### config.mk
export PLATFORM = sky130hd
export DESIGN_NAME = store_buffer
export DESIGN_NICKNAME = d
export VERILOG_FILES = /design/src/hdl/lsu_pkg.sv /design/src/hdl/entry_ring.sv /design/src/hdl/store_buffer.sv
export SDC_FILE = /design/constraint.sdc
export NUM_CORES = 1
export LEC_CHECK = 0
export BUFFER_PORTS_ARGS = -buffer_cell sky130_fd_sc_hd__buf_4
export CAP_MARGIN = 20
export CORE_MARGIN = 1.5
export CORE_UTILIZATION = 45
export CTS_BUF_LIST = sky130_fd_sc_hd__clkbuf_2 sky130_fd_sc_hd__clkbuf_4 sky130_fd_sc_hd__clkbuf_8
export DETAILED_ROUTE_END_ITERATION = 16
export GPL_TIMING_DRIVEN = 0
export PLACE_DENSITY = 0.67
export SLEW_MARGIN = 5
export SYNTH_ARGS = -nofsm -noshare
export SYNTH_HDL_FRONTEND = slang
export SYNTH_SLANG_ARGS = --single-unit
### constraint.sdc
create_clock -name clk -period 9 [get_ports clk]
set_input_delay 0.9 -clock clk [delete_from_list [all_inputs] [get_ports clk]]
set_output_delay 0.9 -clock clk [all_outputs]
set_load 0.02 [all_outputs]
### src/hdl/lsu_pkg.sv
package lsu_pkg;

    localparam int addr_w       = 32;
    localparam int data_w       = 32;
    localparam int sb_depth     = 4;
    localparam int port_depth   = 2;
    localparam int read_latency = 2;
    localparam int mem_words    = 256;
    localparam int mem_idx_w    = $clog2(mem_words);

    typedef enum logic [1:0] {
        size_byte = 2'd0,
        size_half = 2'd1,
        size_word = 2'd2
    } size_t;

    // one queued CPU request, waiting for its turn on the memory bus.
    typedef struct packed {
        logic              wr;
        size_t             size;
        logic [addr_w-1:0] addr;
        logic [data_w-1:0] wdata;
    } sb_entry_t;

    // tag kept for each request in flight inside the memory port.
    typedef struct packed {
        logic       wr;
        logic [1:0] offset;
    } port_entry_t;

    // byte enables for an access of the given size at the given byte offset.
    function automatic logic [3:0] byte_lanes(size_t size, logic [1:0] offset);
        logic [3:0] lanes;
        case (size)
            size_byte: lanes = 4'b0001 << offset;
            size_half: lanes = offset[1] ? 4'b1100 : 4'b0011;
            default:   lanes = 4'b1111;
        endcase
        return lanes;
    endfunction

endpackage

### src/hdl/entry_ring.sv
`timescale 1ns/1ps

module entry_ring #(
    parameter type payload_t = logic,
    parameter int  depth     = 4
) (
    input  logic     clk,
    input  logic     resetn,

    input  logic     push,
    input  payload_t push_data,
    input  logic     pop,
    output payload_t head_data,
    output logic     empty,
    output logic     full
);

    localparam int idx_w = $clog2(depth);

    payload_t         slots [depth];
    logic [depth-1:0] occ;
    logic [idx_w-1:0] head;
    logic [idx_w-1:0] tail;

    // head points at the oldest entry, tail at the next free slot.
    assign head_data = slots[head];
    assign empty     = ~occ[head];
    assign full      = occ[tail];

    always_ff @(posedge clk) begin
        if (resetn) begin
            head <= '0;
            tail <= '0;
            occ  <= '0;
        end else begin
            for (int i = 0; i < depth; i++) begin
                if (push && tail == idx_w'(i)) begin
                    occ[i] <= 1'b1;
                end else if (pop && head == idx_w'(i)) begin
                    occ[i] <= 1'b0;
                end
            end
            if (push) begin
                tail <= idx_w'(tail + 1'b1);
            end
            if (pop) begin
                head <= idx_w'(head + 1'b1);
            end
        end
    end

    always_ff @(posedge clk) begin
        if (push) begin
            slots[tail] <= push_data;
        end
    end

endmodule

### src/hdl/store_buffer.sv
`timescale 1ns/1ps

module store_buffer import lsu_pkg::*; (
    input  logic              clk,
    input  logic              resetn,

    input  logic              req,
    input  logic              wr,
    input  size_t             size,
    input  logic [addr_w-1:0] addr,
    input  logic [data_w-1:0] wdata,
    output logic              addr_ok,
    output logic              data_ok,
    output logic [data_w-1:0] rdata,

    output logic              mem_req,
    output logic              mem_wr,
    output size_t             mem_size,
    output logic [addr_w-1:0] mem_addr,
    output logic [data_w-1:0] mem_wdata,
    input  logic              mem_addr_ok,
    input  logic              mem_data_ok,
    input  logic [data_w-1:0] mem_rdata
);

    sb_entry_t push_entry;
    sb_entry_t head_entry;
    logic      sb_empty;
    logic      sb_full;
    logic      cpu_accept;
    logic      push;
    logic      pop;
    logic      issued;
    logic      load_pending;

    // a queued load blocks new requests so that completions stay in order.
    assign addr_ok    = sb_empty || (!sb_full && !load_pending);
    assign cpu_accept = req && addr_ok;
    assign push       = cpu_accept && !(sb_empty && mem_data_ok);
    assign pop        = mem_data_ok && !sb_empty;

    assign push_entry = '{wr: wr, size: size, addr: addr, wdata: wdata};

    entry_ring #(
        .payload_t (sb_entry_t),
        .depth     (sb_depth)
    ) u_ring (
        .clk       (clk),
        .resetn    (resetn),
        .push      (push),
        .push_data (push_entry),
        .pop       (pop),
        .head_data (head_entry),
        .empty     (sb_empty),
        .full      (sb_full)
    );

    always_ff @(posedge clk) begin
        if (resetn) begin
            issued       <= 1'b0;
            load_pending <= 1'b0;
        end else begin
            // the head goes out once and then waits for its completion.
            if (mem_data_ok) begin
                issued <= 1'b0;
            end else if (mem_req && mem_addr_ok) begin
                issued <= 1'b1;
            end

            if (pop && !head_entry.wr) begin
                load_pending <= 1'b0;
            end else if (push && !wr) begin
                load_pending <= 1'b1;
            end
        end
    end

    assign rdata = mem_rdata;

    always_comb begin
        if (sb_empty) begin
            mem_req   = req;
            mem_wr    = wr;
            mem_size  = size;
            mem_addr  = addr;
            mem_wdata = wdata;
            data_ok   = (req && wr) || mem_data_ok;
        end else begin
            mem_req   = !issued;
            mem_wr    = head_entry.wr;
            mem_size  = head_entry.size;
            mem_addr  = head_entry.addr;
            mem_wdata = head_entry.wdata;
            // stores are acknowledged on entry, loads when their data is back.
            data_ok   = (cpu_accept && wr) || (mem_data_ok && !head_entry.wr);
        end
    end

endmodule

==> run_results.csv <==
group,metric,value,unit
status,status,"completed",
sta,hold_violations,0,
layout,num-fill-cells,1910,
synthesis,syn_nets,653,
synthesis,synth_area_leaders,"edfxtp_1 (70%), mux4_2 (13%), mux2_2 (6.4%), dfxtp_1 (2.1%), buf_4 (2.1%)",
pwr,p_per_area,212.1,mW/mm²
layout,ff_latch_area,0.008288,mm²
clocking,clock_path_buffers,3,
critical_path,max_stage_delay,540,ps
routing,wire_per_inst,19.59,µm
routing,wl,22080,µm
global_routing,gr-total-overflow,0,
clocking,path_clk_slew,60,ps
global_routing,grtUsageMet1,21.91,%
synthesis,synth_top_area_share,70.33,%
global_routing,grt_max_degree,27,
synthesis,seq_area_frac_synth,72.43,%
floorplanning,die_h,162.5,µm
critical_path,critical_path_required,8100,ps
clocking,cts_buffers,45,
placement,dp_hpwl,14290,µm
layout,insertedDiodeCount,0,
layout,fin_util,56.81,%
critical_path,rr_startpoint,"u_ring.head[1]",
sta,hold_slack,461.5,ps
critical_path,critPathLaunchType,"register",
sta,rsz0062_at_grt,"false",
clocking,cts_hold_buffers,0,
clocking,cts.sinks,280,
synthesis,syn_area_per_cell,21.15,µm²
placement,placed_cells,1052,
synthesis,synth_cells,541,
critical_path,cp.depth,5,
critical_path,ff2ff_path_depth,6,
synthesis,ys_seq_elements,280,
critical_path,cp_top_family,"buffers and inverters",
layout,fin_nets,881,
global_routing,use_met2,28.46,%
global_routing,grt_pass1_wl,34450,µm
floorplanning,core,0.02504,mm²
global_routing,track_usage,17.15,%
floorplanning,die_x,162.5,µm
routing,ant_nets,0,
sta,slew_viol_final,0,
layout,fin_cells,1127,
floorplanning,dieArea,0.02639,mm²
pwr,combPwrFrac,16.8,%
worst_hold_path,hold_end,"issued",
synthesis,ys_types,31,
critical_path,crit_type,"reg -> out",
sta,setup_viol_count_final,0,
clocking,htreeDepth,2,
routing,drtIter0Drc,299,
pwr,switching_share,23.84,%
placement,gp_congestion,0.7788,
floorplanning,ios,206,
clocking,cts_tree,"done",
sta,clock_skew,22.74,ps
sta,worst_slew_pin_slew,747.8,ps
sta,relSlewSlack,50.03,%
layout,mostFrequentLayoutCells,"edfxtp_1 (268), buf_4 (203), mux4_2 (68), mux2_2 (65), clkbuf_8 (45)",
critical_path,cp_max_fo,10,
sta,min_period,3558,ps
floorplanning,start_util,45.70,%
routing,drc,0,
worst_hold_path,whs_path_depth,2,
clocking,post_cts_resized,0,
clocking,cts_root_buffer,"clkbuf_8",
layout,drive_above_1_share,55.08,%
critical_path,rr_endpoint,"u_ring.slots[3][22]",
pwr,intPower,2297,µW
pwr,p_sw,719.0,µW
worst_hold_path,min_from,"issued",
critical_path,endpoint_kind,"output pin",
pwr,pwr-share-seq,49.9,%
layout,multi_input_area,0.002743,mm²
pwr,ir_drop,0.1865,mV
pwr,p_leak,0.004933,µW
routing,viasPerCell,5.208,
synthesis,yosysWarningCount,0,
layout,synthToLayoutAreaGrowth,24.30,%
layout,final_common_cell,"edfxtp_1",
global_routing,grt_pass1_vias,6301,
global_routing,grt.busiest_layer,"met2",
floorplanning,rows,58,
critical_path,cp.arrival,2660,ps
critical_path,rrSetupSlack,6140,ps
global_routing,grt_use_met3,4.609,%
sta,period_share,39.53,%
critical_path,cp_num_buf_inv,3,
worst_hold_path,hold_path_class,"reg -> reg",
flow_run,max_cap_violations,0,
sta,fmax,0.2810,GHz
global_routing,grt_antenna_before_repair,0,
placement,portBuffers,171,
critical_path,cpMaxStageDelayCell,"clkbuf_1",
routing,route.vias.total,5869,
pwr,clkPwrFrac,33.3,%
synthesis,syn_area,0.01144,mm²
sta,setup_tns,0,ps
synthesis,synth_area_leader_cell,"edfxtp_1",
clocking,clock_latency,540,ps
clocking,cts_setup_buffers,0,
routing,first_pass_iters,4,
critical_path,path_cells,"buf_2, clkbuf_1, mux4_2, mux2_2, buf_4",
pwr,power,3016,µW
==> stage by stage <==
step | cell area (µm²) | worst slack [ps]
3_5_place_dp | 13400 | 5877
3_3_place_gp | 13140 | 1351
2_1_floorplan | 11440 | 3977
5_1_grt | 14220 | 5288
4_1_cts | 14220 | 5354
6_report | 14220 | 5442
==> layer usage <==
layer  vias up  part of all wire [%]
met4         0                   2.7
met3        53                   8.4
met1      2944                    40
met5         -                     0
met2       234                    49
li1       2638                     -
==> cell families after synthesis <==
logic type	count (synthesis)	share of synthesized area [%]
compound gates	16	1.017
mux	140	20.56
flops	280	72.43
buf+inv	70	3.860
simple gates	26	1.181
fa+ha+maj	8	0.8748
xor+xnor	1	0.07656
==> layout make-up <==
cell class / count / area share (%)
multi-input combinational: 191 / 19.28
inverter: 11 / 0.2903
clock buffer: 61 / 5.199
tap: 330 / 2.903
clock inverter: 14 / 0.5894
sequential: 280 / 58.27
buffer: 59 / 2.815
timing repair buffer: 181 / 10.64
==> cell usage after synthesis <==
cell type / count
ha_1: 8
mux2_2: 65
dfxtp_1: 12
xnor2_1: 1
nor2_1: 8
edfxtp_1: 268
o221ai_2: 1
inv_1: 11
nand3b_1: 4
clkbuf_1: 9
mux2_1: 3
o21ai_0: 4
nand2_1: 4
mux2i_1: 1
buf_4: 32
o31ai_1: 4
nand3_1: 5
a2bb2oi_1: 1
a211oi_1: 1
nor2b_1: 1
buf_1: 1
mux2_4: 3
buf_6: 6
nand2b_1: 2
a32o_1: 1
buf_2: 11
mux4_2: 68
or2_2: 1
a21oi_1: 3
nand3_2: 1
a311o_1: 1
==> tightest hold or removal path, cell delays in order (launching register included) <==
cell	delay (ps)
dfxtp_1	300
inv_1	60
a211oi_1	60
==> worst max path at each step <==
stage	to	startpoint	slack, ps
floorplan	u_ring.slots[0][0]	mem_data_ok	3980
global placement	u_ring.slots[0][5]	mem_data_ok	1350
global route	mem_addr[17]	register	5290
finish	mem_addr[20]	register	5440
detailed placement	u_ring.slots[3][4]	mem_data_ok	5880
CTS	mem_addr[12]	register	5350
==> state kept, by name, summed over array words and instances (netlist names), named ones only <==
name	flops
u_ring.slots	268
u_ring.occ	4
u_ring.tail	2
u_ring.head	2
load_pending	1
issued	1
==> power groups by stage <==
stage          combinational (µW)  sequential (µW)  clock (µW)
2_1_floorplan                 307             1530           0
3_3_place_gp                  486             1540           0
3_5_place_dp                  510             1530           0
4_1_cts                       515             1510        1040
5_1_grt                       543             1510        1090
6_report                      506             1510        1010
Note: power is estimated with default switching activity, not from simulation.
