<file path="config.mk">
export PLATFORM = sky130hd
export DESIGN_NAME = sram_port
export DESIGN_NICKNAME = d
export VERILOG_FILES = /design/src/hdl/lsu_pkg.sv /design/src/hdl/entry_ring.sv /design/src/hdl/sram_port.sv
export SDC_FILE = /design/constraint.sdc
export NUM_CORES = 1
export LEC_CHECK = 0
export ABC_AREA = 1
export BUFFER_PORTS_ARGS = -buffer_cell sky130_fd_sc_hd__clkbuf_2
export CAP_MARGIN = 20
export CORE_ASPECT_RATIO = 0.75
export CORE_MARGIN = 2
export CORE_UTILIZATION = 34
export DETAILED_ROUTE_END_ITERATION = 10
export GPL_TIMING_DRIVEN = 0
export PLACE_DENSITY = 0.76
export SLEW_MARGIN = 10
export SYNTH_ARGS = -nofsm -noshare
export SYNTH_HDL_FRONTEND = slang
export SYNTH_HIERARCHICAL = 1
export SYNTH_SLANG_ARGS = --single-unit
</file>
<file path="constraint.sdc">
create_clock -name clk -period 1.4 [get_ports clk]
set_input_delay 0.07 -clock clk [delete_from_list [all_inputs] [get_ports clk]]
set_output_delay 0.07 -clock clk [all_outputs]
set_load 0.03 [all_outputs]
</file>
<file path="src/hdl/lsu_pkg.sv">
package lsu_pkg;

    localparam int addr_w       = 32;
    localparam int data_w       = 32;
    localparam int sb_depth     = 4;
    localparam int port_depth   = 2;
    localparam int read_latency = 2;
    localparam int mem_words    = 256;
    localparam int mem_idx_w    = $clog2(mem_words);

    typedef enum logic [1:0] {
        size_byte = 2'd0,
        size_half = 2'd1,
        size_word = 2'd2
    } size_t;

    // one queued CPU request, waiting for its turn on the memory bus.
    typedef struct packed {
        logic              wr;
        size_t             size;
        logic [addr_w-1:0] addr;
        logic [data_w-1:0] wdata;
    } sb_entry_t;

    // tag kept for each request in flight inside the memory port.
    typedef struct packed {
        logic       wr;
        logic [1:0] offset;
    } port_entry_t;

    // byte enables for an access of the given size at the given byte offset.
    function automatic logic [3:0] byte_lanes(size_t size, logic [1:0] offset);
        logic [3:0] lanes;
        case (size)
            size_byte: lanes = 4'b0001 << offset;
            size_half: lanes = offset[1] ? 4'b1100 : 4'b0011;
            default:   lanes = 4'b1111;
        endcase
        return lanes;
    endfunction

endpackage

</file>
<file path="src/hdl/entry_ring.sv">
`timescale 1ns/1ps

module entry_ring #(
    parameter type payload_t = logic,
    parameter int  depth     = 4
) (
    input  logic     clk,
    input  logic     resetn,

    input  logic     push,
    input  payload_t push_data,
    input  logic     pop,
    output payload_t head_data,
    output logic     empty,
    output logic     full
);

    localparam int idx_w = $clog2(depth);

    payload_t         slots [depth];
    logic [depth-1:0] occ;
    logic [idx_w-1:0] head;
    logic [idx_w-1:0] tail;

    // head points at the oldest entry, tail at the next free slot.
    assign head_data = slots[head];
    assign empty     = ~occ[head];
    assign full      = occ[tail];

    always_ff @(posedge clk) begin
        if (resetn) begin
            head <= '0;
            tail <= '0;
            occ  <= '0;
        end else begin
            for (int i = 0; i < depth; i++) begin
                if (push && tail == idx_w'(i)) begin
                    occ[i] <= 1'b1;
                end else if (pop && head == idx_w'(i)) begin
                    occ[i] <= 1'b0;
                end
            end
            if (push) begin
                tail <= idx_w'(tail + 1'b1);
            end
            if (pop) begin
                head <= idx_w'(head + 1'b1);
            end
        end
    end

    always_ff @(posedge clk) begin
        if (push) begin
            slots[tail] <= push_data;
        end
    end

endmodule

</file>
<file path="src/hdl/sram_port.sv">
`timescale 1ns/1ps

module sram_port import lsu_pkg::*; (
    input  logic                 clk,
    input  logic                 resetn,

    input  logic                 mem_req,
    input  logic                 mem_wr,
    input  size_t                mem_size,
    input  logic [addr_w-1:0]    mem_addr,
    input  logic [data_w-1:0]    mem_wdata,
    output logic                 mem_addr_ok,
    output logic                 mem_data_ok,
    output logic [data_w-1:0]    mem_rdata,

    output logic                 ram_en,
    output logic [3:0]           ram_we,
    output logic [mem_idx_w-1:0] ram_index,
    output logic [data_w-1:0]    ram_wdata,
    input  logic [data_w-1:0]    ram_rdata
);

    logic                    accept;
    logic                    tag_full;
    port_entry_t             tag_in;
    port_entry_t             tag_head;
    logic [read_latency-1:0] pending;
    logic [data_w-1:0]       rdata_pipe [1:read_latency-1];

    assign mem_addr_ok = !tag_full;
    assign accept      = mem_req && mem_addr_ok;

    // every accepted request turns into exactly one SRAM access.
    assign ram_en    = accept;
    assign ram_we    = (accept && mem_wr) ? byte_lanes(mem_size, mem_addr[1:0]) : 4'b0000;
    assign ram_index = mem_addr[mem_idx_w+1:2];
    assign ram_wdata = mem_wdata;

    assign tag_in = '{wr: mem_wr, offset: mem_addr[1:0]};

    entry_ring #(
        .payload_t (port_entry_t),
        .depth     (port_depth)
    ) u_tags (
        .clk       (clk),
        .resetn    (resetn),
        .push      (accept),
        .push_data (tag_in),
        .pop       (mem_data_ok),
        .head_data (tag_head),
        .empty     (),
        .full      (tag_full)
    );

    always_ff @(posedge clk) begin
        if (resetn) begin
            pending <= '0;
        end else begin
            pending <= {pending[read_latency-2:0], accept};
        end
    end

    // SRAM data shows up one cycle after the access, in step with pending[0].
    always_ff @(posedge clk) begin
        if (pending[0]) begin
            rdata_pipe[1] <= ram_rdata;
        end
        for (int i = 2; i < read_latency; i++) begin
            rdata_pipe[i] <= rdata_pipe[i-1];
        end
    end

    assign mem_data_ok = pending[read_latency-1];

    // store completions carry no data.
    assign mem_rdata = tag_head.wr ? '0 : rdata_pipe[read_latency-1];

endmodule

</file>
==> run metrics, run 1 <==
slowest CP cell dfxtp_4; worst vdd ir 0.0005469 V; Num CTS Buffers 5; most frequent CP cell nand2_4; global placement routability congestion 0.7283; Detailed Place HPWL approximately 3400 um; CP Capture Type output pin; FMAX 0.7167 GHz; Synth Net Count 300; Final TNS setup 0 ps; vias in the first global route 1,671; relative slew slack 48.06%; Layout Nets 458; Worst Setup Start Kind flip-flop; area post-placement 2645 um2; via count 1,749; cells after synthesis 196; clk sink count 41; Worst Path Required 1330 ps; minimum hold slack 14.47 ps; TritonCTS clock tree yes; Register Area around 1200 um2; H-Tree Level Count 2; status complete, no violations; Hold WC Path Type input pin to flip-flop; final WL about 5000 um; first-pass GRT wire length 7493 um; Worst-Margin Slew 779.1 ps; Row Count 23; Final Slew Violations 0; data arrival time of the worst path 1330 ps; crit-path max FO 5; syn_area_per_cell 9.895 um2; Root Buffer clkbuf_8; Ports 181; min Tclk post-route approximately 1400 ps; Skew-Pair Late Insertion Delay 280 ps; Core ar. 5410 um2; DRC viols 0; 1st-pass router iterations 4; Ant. Diodes 0; Finished Cell Area ~3300 um2; cell area after synthesis ~1900 um2; Leak ~0.0017 uW; non-filler cells, final 430; Die H 69.41 um; Max-cap violations 0; wire length per cell 11.57 um; Crit Path Class flip-flop to output pin; final period utilization 99.66%; Buffers on Ports around 120; Iter 0 DRT Violations 51; die area 6330 um2; Fin Clk Skew 3.252 ps; clock buffer depth 2; final antenna-violating net count 0; die width 91.21 um; CP peak stage delay 380 ps; initial antenna violation count 0; vias per inst 4.067; warning count from the yosys run 6; pin count of the biggest net entering global routing 34; Tot GR Track Use 15.06%; Final Hold Fails 0; Pwr per Cell Area 999.8 nW/um2; Filler Cells Inserted 439; CP Cell Sequence nand2_4 -> o21ai_4 -> nor2_4 -> nand2_4 -> a21oi_2 -> clkbuf_8; clock-pin slew on the worst setup and hold paths 70 ps; area grow syn2layout 72.13%; Inst Count DP roughly 390; grt ovf 0; endpoints failing setup 0; ratio of cells with drive above 1 in the final layout 55.49%; RSZ-0062 raised after global routing yes; Initial Util approximately 36%; Multi-input gate area 384.1 um2
==> where the power goes <==
group / switching (uW) / total [uW] / internal [uW]
clock: 376 / 902 / 526
sequential: 55.9 / 1460 / 1400
combinational: 556 / 977 / 421
total: 987 / 3340 / 2350
==> state kept, by name, summed over array words and instances (netlist names), named ones only <==
name          count
u_tags/occ        2
pending           2
u_tags/head       1
u_tags/tail       1
rdata_pipe       32
u_tags/slots      2
==> final timing paths <==
| path | cells after the start | end | from | slack (ps) |
|---|---|---|---|---|
| min reg2reg | 2 | u_tags/occ[0]$_SDFFE_PP0P_ | u_tags/occ[0]$_SDFFE_PP0P_ | 470 |
| max | 6 | ram_we[2] | u_tags/tail$_SDFFE_PP0P_ | 5 |
| max reg2reg | 6 | u_tags/slots[1][2]$_DFFE_PP_ | u_tags/tail$_SDFFE_PP0P_ | 180 |
| min | 2 | u_tags/occ[1]$_SDFFE_PP0P_ | resetn | 10 |
==> stage by stage <==
stage,power [uW],setup slack [ps],util [%]
after CTS,3294,-22.57,59.37
after detailed placement,2249,-39.08,48.89
after global routing,3500,-77.28,61.70
after global placement,2234,-308.9,48.87
final,3338,4.783,61.70
after floorplan,2007,-9.169,-
==> cell type report <==
type | count | share of cell area [%]
inverter | 47 | 5.285
sequential | 41 | 35.01
tap | 75 | 2.811
clock inverter | 2 | 1.012
multi-input combinational | 65 | 11.51
clock buffer | 6 | 2.174
timing repair buffer | 151 | 32.08
buffer | 43 | 10.12
==> cell usage in the layout (no fill, tap or decap), drive strengths merged <==
cell,n
clkbuf,95
o21ai,4
dlygate4sd3,32
edfxtp,34
ha,2
dfxtp,7
clkinv,1
buf,73
nand2,13
nor2,39
nor3,1
bufinv,1
a21oi,6
inv,47
==> worst max-delay path: cells and delay by family (launching register included) <==
| kind | cells | cell delay, ps |
|---|---|---|
| compound gates | 2 | 190 |
| flops | 1 | 380 |
| buf+inv | 1 | 170 |
| simple gates | 3 | 290 |
==> per-layer routing <==
layer  vias to the layer above  wire length (um)  GRT usage, %
li1                        862                 -             -
met3                         6               507         6.848
met2                        82              2721         27.74
met1                       799              1705         15.61
met5                         -                 0             0
met4                         0                41         3.535
==> repair_timing <==
action / in CTS / in global routing
buffers inserted: 1 / 0
hold buffers: 32 / 0
gates resized for setup: 45 / 75
pin swaps: 1 / 4
endpoints found under the setup margin: 38 / 35
endpoints found under the hold margin: 32 / 0
Note: power is estimated with default switching activity, not from simulation.
==> run 2, diff against run 1 <==
CORE_MARGIN = default   (was 2)
clock period = 1.2 ns   (was 1.4 ns; I/O delays follow)
==> run metrics, run 2 (synthesized netlist as in run 1, its figures left out) <==
status finished with violations; violated checks setup timing; min Tclk post-route 1398 ps; global placement routability congestion 0.6533; min-delay src resetn; endpoints failing setup 37; Hold Path End u_tags/occ[1]$_SDFFE_PP0P_; final antenna-violating net count 0; final period utilization 116.5%; Fin Clk Skew 3.606 ps; Worst Setup Start Kind flip-flop; grt ovf 0; r2r setup slk 50 ps; ratio of cells with drive above 1 in the final layout just under 60%; Ant. Diodes 0; Detailed Place HPWL 3315 um; first-pass GRT wire length 6796 um; crit-path max FO 10; pin count of the biggest net entering global routing 34; initial antenna violation count 0; Layout Nets 462; Register Area 1170 um2; Core ar. 5410 um2; vias in the first global route 1,659; Worst Path Required approximately 1100 ps; non-filler cells, final 434; Row Count 23; Num CTS Buffers 5; Leak 0.001773 uW; Tot GR Track Use 15.36%; wire length per cell 11.18 um; clk sink count 41; die area 6013 um2; Multi-input gate area 444.2 um2; vias per inst 4.039; TritonCTS clock tree yes; Final Slew Violations 0; Inst Count DP 389; DRC viols 0; RSZ-0062 raised after global routing yes; final WL roughly 4900 um; worst vdd ir around 0.00074 V; Max-cap violations 0; reg-to-reg startpoint u_tags/tail$_SDFFE_PP0P_; 1st-pass router iterations 4; Root Buffer clkbuf_8; via count 1,753; Initial Util 35.85%; Ports 181; Filler Cells Inserted 442; post-layout util 65.31%; area grow syn2layout 82.19%; Worst-Margin Slew 435.4 ps; most frequent cells in the layout clkbuf_2 (80), buf_4 (53), inv_1 (43); max reg flops 32; Iter 0 DRT Violations 29; data arrival time of the worst path 1340 ps; Skew-Pair Late Insertion Delay ~280 ps; Crit Path Class flip-flop to output pin; reg2reg end u_tags/slots[1][2]$_DFFE_PP_; clock-pin slew on the worst setup and hold paths 70 ps; Hold Path Depth 2; final worst setup slack -198.4 ps; Die H 67.41 um; most common cell after layout, fill and taps aside clkbuf_2; Finished Cell Area 3533 um2; area post-placement 2685 um2; CP Capture Type output pin; Hold WC Path Type input pin to flip-flop; FMAX between 0.7 and 0.8 GHz; R2R depth 6; H-Tree Level Count 2; clock buffer depth 2; relative slew slack a little under three quarters; die width 89.21 um; Total Power 3920 uW; Buffers on Ports around 120; Pwr per Cell Area roughly 1100 nW/um2; Top reg by flops rdata_pipe; Final Hold Fails 0
[run 2: what timing repair did]
| item | 4_1_cts | 5_1_grt |
|---|---|---|
| pin swaps | 9 | 6 |
| setup endpoints to repair | 70 | 42 |
| hold buffers | 32 | 0 |
| setup buffers | 5 | 0 |
| gates cloned | 1 | 0 |
| endpoints found under the hold margin | 32 | 0 |
| resized for setup | 88 | 48 |
[run 2: per-stage QoR]
stage                     hold slack, ps  worst slack, ps  TNS, ps
after CTS                          8.512           -215.5    -7079
after global placement             236.3           -227.4    -6787
after detailed placement           238.6           -257.7    -8512
final                              12.53           -198.4    -5976
after global routing               3.094           -280.8    -8766
after floorplan                    122.4           -13.72   -411.6
[run 2: layer usage]
metal | global-route usage [%] | wire length, um
met1 | 13.73 | 1618
met2 | 33.49 | 2856
met3 | 4.034 | 363
met4 | 3.571 | 16
met5 | 0 | 0
[run 2: final cells by class]
cell class	instances	area share, %
Sequential cell	41	33.11
Timing Repair Buffer	155	34.35
Multi-Input combinational cell	65	12.57
Clock buffer	7	2.727
Buffer	43	9.455
Inverter	47	4.993
Clock inverter	1	0.1416
Tap cell	75	2.656
[run 2: worst max path at each step]
stage,startpoint,to,slack (ps)
after floorplan,u_tags/slots[1][2]$_DFFE_PP_,mem_rdata[0],-10
after global placement,u_tags/slots[0][2]$_DFFE_PP_,mem_rdata[28],-230
after detailed placement,u_tags/slots[0][2]$_DFFE_PP_,mem_rdata[20],-260
after CTS,u_tags/slots[0][2]$_DFFE_PP_,mem_rdata[11],-220
after global routing,u_tags/slots[0][2]$_DFFE_PP_,mem_rdata[11],-280
final,u_tags/slots[0][2]$_DFFE_PP_,mem_rdata[11],-200
[run 2: power breakdown]
part / switching (uW) / leakage (uW) / internal [uW]
logic: 684 / 0.00134 / 571
registers: 63.6 / 0.000376 / 1630
clock network: 447 / 0.0000542 / 520
total: 1190 / 0.00177 / 2730
[run 2: critical path: stages, from the launching register on]
cell and delay [ps]:
edfxtp_1 340, inv_2 50, o21ai_4 240, buf_6 190, nor2_1 70, buf_4 160
==> run 3, diff against run 2 <==
SETUP_SLACK_MARGIN = 0.2   (was default)
==> run metrics, run 3 (synthesized netlist as in run 1, its figures left out) <==
status finished with violations; violated checks setup timing; endpoints failing setup 41; grt ovf 0; Final Hold Fails 0; final period utilization 120.5%; 1st-pass router iterations 4; DRC viols 0; relative slew slack about three quarters; Die H 67.41 um; RSZ-0062 raised after global routing yes; WP depth 5; Root Buffer clkbuf_8; reg-to-reg startpoint u_tags/tail$_SDFFE_PP0P_; worst path bufs/invs 3; CP Cell Sequence inv_1 -> o21ai_4 -> buf_8 -> nor2_4 -> clkbuf_2; first-pass GRT wire length 6727 um; Filler Cells Inserted 440; Worst-Margin Slew just under 400 ps; data arrival time of the worst path 1390 ps; clock buffer depth 2; min-delay src mem_wr; Hold Path Depth 1; Detailed Place HPWL 3236 um; final worst setup slack -246.4 ps; final WL 4852 um; Ant. Diodes 0; Core ar. 5410 um2; die area 6013 um2; Top Family by Delay on Critical Path buffers and inverters; CP peak stage delay 320 ps; min Tclk post-route 1446 ps; Worst Setup SP u_tags/slots[0][2]$_DFFE_PP_; Top reg by flops rdata_pipe; vias per inst 3.998; vias in the first global route 1,602; max reg flops 32; slowest CP cell edfxtp_1; Hold WC Path Type input pin to flip-flop; Finished Cell Area 3642 um2; Hold Path End u_tags/slots[0][2]$_DFFE_PP_; final antenna-violating net count 0; crit-path max FO 10; Row Count 23; reg2reg end u_tags/slots[1][2]$_DFFE_PP_; Worst Setup Start Kind flip-flop; pin count of the biggest net entering global routing 34; area post-placement 2935 um2; Num CTS Buffers 5; R2R depth 7; Skew-Pair Late Insertion Delay 280 ps; Ports roughly 180; most common cell after layout, fill and taps aside clkbuf_2; minimum hold slack approximately 16 ps; initial antenna violation count 0; H-Tree Level Count 2; Fin Clk Skew about 2.9 ps; via count 1,755; Buffers on Ports 118; Layout Nets 468; Crit Path Class flip-flop to output pin; CP Capture Type output pin; area grow syn2layout 87.81%; Final Slew Violations 0; clock-pin slew on the worst setup and hold paths 70 ps; Worst Path Required 1140 ps; Iter 0 DRT Violations 31; worst vdd ir 0.0006409 V; global placement routability congestion 0.7175; ratio of cells with drive above 1 in the final layout between 60% and 70%; Pwr per Cell Area 1121 nW/um2; r2r setup slk -60 ps; Setup WS pre-CTS -29.76 ps; Initial Util 35.85%; clk sink count 41; Tot GR Track Use 15.20%; wire length per cell between 10 and 15 um; Max-cap violations 0; die width 89.21 um; most frequent cells in the layout clkbuf_2 (109), inv_1 (43), buf_4 (43); Leak 0.001796 uW; TritonCTS clock tree yes; FMAX 0.6914 GHz
==> run 3: how the worst max path moves through the flow <==
stage	endpoint	slack (ps)
3_3_place_gp	mem_rdata[23]	-20
6_report	mem_rdata[31]	-250
5_1_grt	mem_rdata[13]	-330
3_5_place_dp	mem_rdata[31]	-30
2_1_floorplan	u_tags/slots[1][2]$_DFFE_PP_	8
4_1_cts	mem_rdata[31]	-270
==> run 3: final cells by class <==
type / count / area, um2 / area share (%)
plain buffers: 43 / 345.3 / 9.481
clock inverters: 2 / 35.03 / 0.9619
multi-input cells: 65 / 633.1 / 17.38
inverters: 47 / 178.9 / 4.912
flip-flops and latches: 41 / 1171 / 32.15
well taps: 75 / 93.84 / 2.576
repair buffers: 161 / 1116 / 30.64
clock buffers: 5 / 68.82 / 1.889
==> run 3: per-layer routing <==
layer	GRT usage (%)	wire length (um)
met3	5.134	352
met4	6.151	65
met1	14.21	1668
met5	0	0
met2	30.25	2765
==> run 3: per-stage QoR <==
stage | utilization, % | TNS [ps] | std cells | power, uW
final | 67.32 | -8426 | 439 | 4082
after global routing | 67.32 | -11440 | 439 | 4268
after CTS | 65.70 | -9148 | 435 | 4056
after detailed placement | 54.26 | -592.1 | 389 | 2799
after global placement | 54.26 | -388.2 | 389 | 2773
after floorplan | - | 0 | 196 | 2519
==> run 3: power by group <==
part	leakage, uW	internal [uW]	switching, uW
sequential	0.000376	1630	35.9
combinational	0.00137	572	788
clock	0.0000540	604	447
==> run 3: what timing repair did <==
| item | CTS | global route |
|---|---|---|
| setup buffers | 6 | 4 |
| pin swaps | 6 | 7 |
| gates resized for setup | 38 | 15 |
| setup endpoints to repair | 42 | 75 |
| hold buffers | 33 | 0 |
| hold endpoints to repair | 33 | 0 |
